<file path="config.mk">
export PLATFORM = sky130hd
export DESIGN_NAME = leaf_i4o1
export DESIGN_NICKNAME = d
export VERILOG_FILES = /design/src/leaf_pkg.sv /design/src/leaf_i4o1.sv /design/src/leaf_interface.sv /design/src/leaf_rx.sv /design/src/leaf_tx.sv /design/src/port_fifo.sv /design/src/user_kernel.sv
export SDC_FILE = /design/constraint.sdc
export NUM_CORES = 1
export LEC_CHECK = 0
export BUFFER_PORTS_ARGS = -buffer_cell sky130_fd_sc_hd__clkbuf_2
export CAP_MARGIN = 25
export CORE_MARGIN = 2
export CORE_UTILIZATION = 62
export DETAILED_ROUTE_END_ITERATION = 8
export PLACE_DENSITY = 0.88
export SYNTH_ARGS = -nofsm -noshare
export SYNTH_HDL_FRONTEND = slang
export SYNTH_SLANG_ARGS = --single-unit
</file>
<file path="constraint.sdc">
create_clock -name clk_400 -period 26.6 [get_ports clk_400]
set_input_delay 7.98 -clock clk_400 [delete_from_list [all_inputs] [get_ports clk_400]]
set_output_delay 7.98 -clock clk_400 [all_outputs]
set_load 0.1 [all_outputs]
</file>
<file path="src/leaf_pkg.sv">
package leaf_pkg;

    ////////////////////////////////////////////////////////////
    // network constants
    ////////////////////////////////////////////////////////////

    localparam int unsigned PACKET_BITS   = 49;
    localparam int unsigned PAYLOAD_BITS  = 32;
    localparam int unsigned NUM_LEAF_BITS = 5;
    localparam int unsigned NUM_PORT_BITS = 4;
    localparam int unsigned NUM_IN_PORTS  = 4;
    localparam int unsigned FIFO_DEPTH    = 8;
    localparam int unsigned FIFO_PTR_BITS = $clog2(FIFO_DEPTH);
    localparam int unsigned FIFO_CNT_BITS = FIFO_PTR_BITS + 1;

    // what is left of a data packet after address and payload.
    localparam int unsigned TAG_BITS    = PACKET_BITS - 1 - NUM_LEAF_BITS - NUM_PORT_BITS
                                          - PAYLOAD_BITS;
    localparam int unsigned OPCODE_BITS = 7;
    localparam int unsigned RSVD_BITS   = PACKET_BITS - 1 - 2 * NUM_LEAF_BITS
                                          - 2 * NUM_PORT_BITS - OPCODE_BITS;

    localparam logic [NUM_LEAF_BITS-1:0] MY_LEAF  = 5'd3;
    localparam logic [NUM_PORT_BITS-1:0] CFG_PORT = 4'd0;

    ////////////////////////////////////////////////////////////
    // packet and link types
    ////////////////////////////////////////////////////////////

    typedef logic [PAYLOAD_BITS-1:0] word_t;

    typedef struct packed {
        logic                     valid;
        logic [NUM_LEAF_BITS-1:0] leaf;
        logic [NUM_PORT_BITS-1:0] port;
        logic [TAG_BITS-1:0]      tag;
        word_t                    payload;
    } data_pkt_t;

    // same word seen by the configuration decoder.
    typedef struct packed {
        logic                     valid;
        logic [NUM_LEAF_BITS-1:0] leaf;
        logic [NUM_PORT_BITS-1:0] port;
        logic [OPCODE_BITS-1:0]   opcode;
        logic [NUM_LEAF_BITS-1:0] ret_leaf;
        logic [NUM_PORT_BITS-1:0] ret_port;
        logic [RSVD_BITS-1:0]     rsvd;
    } cfg_pkt_t;

    typedef union packed {
        data_pkt_t data;
        cfg_pkt_t  cfg;
    } packet_u;

    typedef struct packed {
        logic  valid;
        word_t data;
    } user_link_t;

    typedef struct packed {
        logic [NUM_LEAF_BITS-1:0] leaf;
        logic [NUM_PORT_BITS-1:0] port;
    } dest_t;

endpackage

</file>
<file path="src/leaf_i4o1.sv">
module leaf_i4o1 (
    input  logic              clk_400,
    input  logic              rst_n,
    input  leaf_pkg::packet_u din,
    output leaf_pkg::packet_u dout,
    input  logic              resend,
    input  logic              ap_start
);
    import leaf_pkg::*;

    user_link_t [NUM_IN_PORTS-1:0] links;
    logic [NUM_IN_PORTS-1:0]       acks;
    user_link_t                    user_out;
    logic                          user_ack;
    logic                          user_rst_n;

    leaf_interface leaf_interface_inst (
        .clk_400    (clk_400),
        .rst_n      (rst_n),
        .din        (din),
        .dout       (dout),
        .resend     (resend),
        .ap_start   (ap_start),
        .user_rst_n (user_rst_n),
        .links      (links),
        .acks       (acks),
        .user_out   (user_out),
        .user_ack   (user_ack)
    );

    user_kernel user_kernel_inst (
        .clk_400    (clk_400),
        .user_rst_n (user_rst_n),
        .links      (links),
        .acks       (acks),
        .user_out   (user_out),
        .user_ack   (user_ack)
    );

endmodule

</file>
<file path="src/leaf_interface.sv">
module leaf_interface (
    input  logic                                              clk_400,
    input  logic                                              rst_n,
    input  leaf_pkg::packet_u                                 din,
    output leaf_pkg::packet_u                                 dout,
    input  logic                                              resend,
    input  logic                                              ap_start,
    output logic                                              user_rst_n,
    output leaf_pkg::user_link_t [leaf_pkg::NUM_IN_PORTS-1:0] links,
    input  logic [leaf_pkg::NUM_IN_PORTS-1:0]                 acks,
    input  leaf_pkg::user_link_t                              user_out,
    output logic                                              user_ack
);
    import leaf_pkg::*;

    logic [NUM_IN_PORTS-1:0] full;
    logic [NUM_IN_PORTS-1:0] wr_en;
    word_t                   wr_data;
    dest_t                   dest;

    // kernel stays in reset until the host starts it.
    always_ff @(posedge clk_400) begin
        if (!rst_n) begin
            user_rst_n <= 1'b0;
        end else if (ap_start) begin
            user_rst_n <= 1'b1;
        end
    end

    leaf_rx rx_inst (
        .clk_400 (clk_400),
        .rst_n   (rst_n),
        .din     (din),
        .full    (full),
        .wr_en   (wr_en),
        .wr_data (wr_data),
        .dest    (dest)
    );

    for (genvar i = 0; i < NUM_IN_PORTS; i++) begin : g_port
        port_fifo fifo_inst (
            .clk_400 (clk_400),
            .rst_n   (rst_n),
            .wr_en   (wr_en[i]),
            .wr_data (wr_data),
            .link    (links[i]),
            .ack     (acks[i]),
            .full    (full[i])
        );
    end

    leaf_tx tx_inst (
        .clk_400  (clk_400),
        .rst_n    (rst_n),
        .resend   (resend),
        .dest     (dest),
        .user_out (user_out),
        .ack      (user_ack),
        .dout     (dout)
    );

endmodule

</file>
<file path="src/leaf_rx.sv">
module leaf_rx (
    input  logic                              clk_400,
    input  logic                              rst_n,
    input  leaf_pkg::packet_u                 din,
    input  logic [leaf_pkg::NUM_IN_PORTS-1:0] full,
    output logic [leaf_pkg::NUM_IN_PORTS-1:0] wr_en,
    output leaf_pkg::word_t                   wr_data,
    output leaf_pkg::dest_t                   dest
);
    import leaf_pkg::*;

    logic hit;
    logic is_cfg;

    // valid bit and leaf field sit in the same place in both views.
    assign hit    = din.data.valid && (din.data.leaf == MY_LEAF);
    assign is_cfg = hit && (din.cfg.port == CFG_PORT);

    assign wr_data = din.data.payload;

    // port n goes to queue n-1 and other port numbers fall through.
    always_comb begin
        for (int i = 0; i < NUM_IN_PORTS; i++) begin
            wr_en[i] = hit && (din.data.port == NUM_PORT_BITS'(i + 1)) && !full[i];
        end
    end

    ////////////////////////////////////////////////////////////
    // return address of the kernel results
    ////////////////////////////////////////////////////////////

    always_ff @(posedge clk_400) begin
        if (!rst_n) begin
            dest <= '0;
        end else if (is_cfg) begin
            dest.leaf <= din.cfg.ret_leaf;
            dest.port <= din.cfg.ret_port;
        end
    end

endmodule

</file>
<file path="src/leaf_tx.sv">
module leaf_tx (
    input  logic                 clk_400,
    input  logic                 rst_n,
    input  logic                 resend,
    input  leaf_pkg::dest_t      dest,
    input  leaf_pkg::user_link_t user_out,
    output logic                 ack,
    output leaf_pkg::packet_u    dout
);
    import leaf_pkg::*;

    packet_u             pkt_r;
    logic [TAG_BITS-1:0] seq;

    // no handshake toward the kernel while resend is up.
    assign ack = user_out.valid && !resend;

    assign dout = resend ? packet_u'('0) : pkt_r;

    always_ff @(posedge clk_400) begin
        if (!rst_n) begin
            pkt_r <= '0;
            seq   <= '0;
        end else begin
            // a packet is on the tree for one cycle only.
            pkt_r <= '0;
            if (ack) begin
                pkt_r.data.valid   <= 1'b1;
                pkt_r.data.leaf    <= dest.leaf;
                pkt_r.data.port    <= dest.port;
                pkt_r.data.tag     <= seq;
                pkt_r.data.payload <= user_out.data;
                seq                <= seq + 1'b1;
            end
        end
    end

endmodule

</file>
<file path="src/port_fifo.sv">
module port_fifo (
    input  logic                 clk_400,
    input  logic                 rst_n,
    input  logic                 wr_en,
    input  leaf_pkg::word_t      wr_data,
    output leaf_pkg::user_link_t link,
    input  logic                 ack,
    output logic                 full
);
    import leaf_pkg::*;

    word_t                    mem [FIFO_DEPTH];
    logic [FIFO_PTR_BITS-1:0] wr_ptr;
    logic [FIFO_PTR_BITS-1:0] rd_ptr;
    logic [FIFO_CNT_BITS-1:0] count;
    logic                     push;
    logic                     pop;

    assign full = (count == FIFO_CNT_BITS'(FIFO_DEPTH));
    assign push = wr_en && !full;
    assign pop  = ack && link.valid;

    // head of the queue goes straight to the kernel.
    assign link.valid = (count != '0);
    assign link.data  = mem[rd_ptr];

    always_ff @(posedge clk_400) begin
        if (push) begin
            mem[wr_ptr] <= wr_data;
        end
    end

    always_ff @(posedge clk_400) begin
        if (!rst_n) begin
            wr_ptr <= '0;
            rd_ptr <= '0;
            count  <= '0;
        end else begin
            if (push) begin
                wr_ptr <= wr_ptr + 1'b1;
            end
            if (pop) begin
                rd_ptr <= rd_ptr + 1'b1;
            end
            case ({push, pop})
                2'b10: begin
                    count <= count + 1'b1;
                end
                2'b01: begin
                    count <= count - 1'b1;
                end
                default: begin
                    count <= count;
                end
            endcase
        end
    end

endmodule

</file>
<file path="src/user_kernel.sv">
module user_kernel (
    input  logic                                              clk_400,
    input  logic                                              user_rst_n,
    input  leaf_pkg::user_link_t [leaf_pkg::NUM_IN_PORTS-1:0] links,
    output logic [leaf_pkg::NUM_IN_PORTS-1:0]                 acks,
    output leaf_pkg::user_link_t                              user_out,
    input  logic                                              user_ack
);
    import leaf_pkg::*;

    logic [NUM_IN_PORTS-1:0] taken;
    logic [NUM_IN_PORTS-1:0] ack_r;
    word_t                   acc;
    word_t                   acc_next;
    logic                    out_valid;

    assign acks = ack_r;

    assign user_out.valid = out_valid;
    assign user_out.data  = acc;

    // words popped at this edge join the running sum.
    always_comb begin
        acc_next = acc;
        for (int i = 0; i < NUM_IN_PORTS; i++) begin
            if (ack_r[i]) begin
                acc_next = acc_next + links[i].data;
            end
        end
    end

    ////////////////////////////////////////////////////////////
    // collect one word per port, then hand out the sum
    ////////////////////////////////////////////////////////////

    always_ff @(posedge clk_400) begin
        if (!user_rst_n) begin
            taken     <= '0;
            ack_r     <= '0;
            acc       <= '0;
            out_valid <= 1'b0;
        end else begin
            // one-cycle ack pulse per word still missing from the set.
            for (int i = 0; i < NUM_IN_PORTS; i++) begin
                ack_r[i] <= links[i].valid && !taken[i] && !ack_r[i];
            end

            if (user_ack) begin
                taken     <= '0;
                acc       <= '0;
                out_valid <= 1'b0;
            end else begin
                taken <= taken | ack_r;
                acc   <= acc_next;
                if (&taken && !out_valid) begin
                    out_valid <= 1'b1;
                end
            end
        end
    end

endmodule
</file>
==> summary.md <==
After legalization and detailed placement, the total HPWL measured 73,200 µm. STA classifies the critical path startpoint as an input port. Power density over cell area: 62.8 nW/µm². The run gives 83,300 µm² as the area of the placeable core. Dividing the detail-routed via count by the number of cells gives 6.58. The tree built by TritonCTS fans out to 1,183 sinks.

The final net count came out at 3,519. Setup repair after global routing left no endpoint under its margin. The startpoint identified for the worst hold timing path is leaf_interface_inst.rx_inst.dest[8]. For the synthesized netlist cell count, the log shows 3,180. Proportion of layout cells with a drive suffix above 1: 0.233.

Master of the slowest instance on the critical path: sky130_fd_sc_hd__clkbuf_2. The maximum clock frequency was 57.9 MHz; the average size of a mapped cell was 16.3 µm². The category of cells accounting for the largest share of critical-path delay is buffers and inverters.

The setup check on the worst reg-to-reg path leaves a slack of 15.93 ns. The type of the worst setup path is input port to primary output. The worst relative slew slack was 0.331; the number of hold buffers added after CTS was 0. The run gives 0.653 as the register area share after synthesis. Routing usage on met3: 0.0420. The tools report the number of violations of the max-capacitance limit as 0.

The global routing stage identified its most utilized layer as met2. The post-synthesis cell type count was 75; the buffering stage count on the worst path with inverters included was 3. The worst path arrival time was 9.29 ns. For this run, the detailed router's first-pass iteration total came to 7.

The I/O pin count is 102. The number of warnings issued by yosys came out at 0. Setup violations remaining at the end of the flow were counted as 0. Compared with the post-synthesis result, the final layout area differs by 10.8%.

Clock-pin slew was measured on the worst setup and hold paths at 0.06 ns. Number of H-tree levels: 3. The flow ran to the end, and the final reports show no timing, DRC or antenna violations. The most critical setup path has its startpoint at resend. The netlist area before placement is 51,900 µm². The top cell types in the final layout, fill and taps aside, are sky130_fd_sc_hd__edfxtp_1 (1,024), sky130_fd_sc_hd__mux4_2 (256), sky130_fd_sc_hd__mux2_2 (163). The maximum fanout count along the critical path was 32. The post-layout minimum cycle time is 17.27 ns. The tools report the met1 usage in global routing as 0.382. The clock passes through at most 3 buffers. The ratio of final minimum period to clock period was 0.649; the die extent in y was 293 µm. The number of buffers inserted by post-CTS setup repair is 0.

The signal on the critical path passes through clkbuf_2, buf_12, nor2b_1, clkbuf_2. Final worst clock skew: 0.0255 ns. The floorplan step defined a die boundary enclosing 86,100 µm². The congestion estimate from routability-driven global placement came to 0.952. Final wirelength: 120,000 µm. At the pin with the least slew margin, the transition time is 1.00 ns.

After layout, the design draws a total of 3620 µW. The logs give 0.0000497 V for the worst-case vdd ir drop and 0 for the hold violation count in the final report. Measured along the x axis, the die boundary spans 293 µm. Entering global routing, the biggest net connects 111 pins. Most common library cell in the layout ignoring fill and taps: sky130_fd_sc_hd__edfxtp_1. Synthesis produced a netlist with a net count of 3,396. The logs give 18.62 ns for the required time of the worst setup path and 0.68 ns for the clock latency reported for the late side of the worst-skew pair. On the worst path, the slowest cell contributes a delay of 0.49 ns. The share of synthesized flip-flops with an asynchronous set or reset works out to 0.

The number of core rows is 106, and the starting density of the core is 0.624. The number of gates resized after CTS was 0. The count of flip-flops with a built-in enable after synthesis works out to 1,024. Cell repeated most along the worst path: sky130_fd_sc_hd__clkbuf_2. The repair_antennas step left the layout with diodes totalling 0. Final hold slack: 0.479 ns. The first routing iteration left 3,363 violations.

The static power due to leakage was 0.0197 µW. The global routing usage on met2 was 0.467; the flip-flop and latch count after synthesis was 1,183. The tools report the number of buffers added by the clock tree synthesis step as 109.

For the via count of the first global-routing pass, the log shows 29.3k. In this run the remaining antenna-violating nets after routing total 0. The total vias in the final route was 29.4k.

Port buffering added 94 buffers. The max-slew violation count is 0. The tightest min-delay check is of the flip-flop to flip-flop type. The wire length per cell came out at 26.8 µm. TritonCTS built the clock tree.

The tools report the clock tree root driver cell as sky130_fd_sc_hd__clkbuf_16. Overall fraction of global-route tracks in use: 0.281. Flip-flop cell with the highest count after synthesis: sky130_fd_sc_hd__edfxtp_1. The worst setup path is captured at a primary output.

After detailed routing, the number of remaining DRC violations is 0. Number of antenna violations at the first check in global routing: 4. For the global-route wire length before repair, the log shows 179,000 µm. The overflow left after global routing is 0, and the sum of negative setup slack is 0 ns.
synth_stat cells (all sizes together), types with 10 or more instances:
cell type | n | share of area
o21ai | 94 | 0.0091
nor3b | 14 | 0.0020
mux2 | 164 | 0.036
a21boi | 19 | 0.0027
a31oi | 13 | 0.0017
clkbuf | 99 | 0.0072
a21oi | 139 | 0.013
ha | 155 | 0.037
mux2i | 30 | 0.0058
and3 | 64 | 0.0077
nand3 | 23 | 0.0022
a211oi | 35 | 0.0053
nor2b | 77 | 0.0093
nand2 | 147 | 0.011
inv | 64 | 0.0046
nor3 | 25 | 0.0024
o211ai | 10 | 0.0014
xnor2 | 93 | 0.016
buf | 39 | 0.0029
o21a | 19 | 0.0027
dfxtp | 159 | 0.061
or3 | 14 | 0.0017
o21bai | 10 | 0.0014
a21o | 59 | 0.0086
xor2 | 48 | 0.0081
nand4 | 18 | 0.0022
mux4 | 256 | 0.11
and2 | 41 | 0.0049
edfxtp | 1024 | 0.59
nand2b | 21 | 0.0025
nor2 | 108 | 0.0078
per-layer routing:
| metal | vias up | part of all wire |
|---|---|---|
| met5 | - | 0.00011 |
| met4 | 2 | 0.032 |
| met3 | 242 | 0.095 |
| met2 | 1640 | 0.50 |
| met1 | 14800 | 0.38 |
| li1 | 12700 | - |
flip-flops by register name (all words and copies together), names as in the netlist, named ones only:
register / count
leaf_interface_inst.g_port.fifo_inst.count: 16
leaf_interface_inst.g_port.fifo_inst.mem: 1024
leaf_interface_inst.g_port.fifo_inst.rd_ptr: 12
leaf_interface_inst.g_port.fifo_inst.wr_ptr: 12
leaf_interface_inst.rx_inst.dest: 9
leaf_interface_inst.tx_inst.pkt_r: 49
leaf_interface_inst.tx_inst.seq: 7
leaf_interface_inst.user_rst_n: 1
user_kernel_inst.acc: 32
user_kernel_inst.acks: 4
user_kernel_inst.out_valid: 1
user_kernel_inst.taken: 4
cells by family (layout without fill, tap and decap cells):
logic type	after synthesis	in the layout	synth area share
AOI/OAI and AO/OA	465	465	0.0579
xor gates and xnor gates	143	143	0.0247
adders and majority gates	163	163	0.0404
buffers and inverters	203	420	0.0147
DFF	1183	1183	0.653
muxes	450	450	0.152
and+or+nand+nor	573	573	0.0565
worst register-to-register path: cells and delay by family (launching register included):
family                   cells  cell delay [ns]
XOR/XNOR                     5             0.98
AND/OR/NAND/NOR              7             0.87
flip-flops                   1             0.61
AO/OA/AOI/OAI               21             5.41
multiplexers                 2             0.92
adder cells (fa/ha/maj)      5             1.78
final cells by class:
cell class	count	area (µm²)
clock buffers	156	3090
clock inverters	49	495
fillers	5076	25700
inverters	65	244
multi-input cells	1794	17400
flip-flops and latches	1183	34000
well taps	1080	1350
repair buffers	150	966
path summary, 6_finish.rpt:
kind | end | depth (start not counted)
hold reg to reg | leaf_interface_inst.tx_inst.pkt_r[47] | 1
setup / recovery | dout[31] | 4
hold / removal | leaf_interface_inst.tx_inst.pkt_r[47] | 1
setup reg to reg | user_kernel_inst.acc[31] | 40
stage by stage:
step	instance area (µm²)	instances	setup slack, ns	util
floorplan	51900	3180	8.90	-
global placement	53800	4266	9.20	0.646
detailed placement	54000	4272	9.32	0.648
CTS	57500	4477	9.32	0.691
global route	57500	4477	9.27	0.691
finish	57500	4477	9.33	0.691
report_power, final:
group / total [µW] / switching [µW] / internal (µW)
sequential: 2010 / 0.420 / 2010
clock: 1560 / 664 / 896
combinational: 41.1 / 35.9 / 5.18
Power figures use the tool's default switching activity.
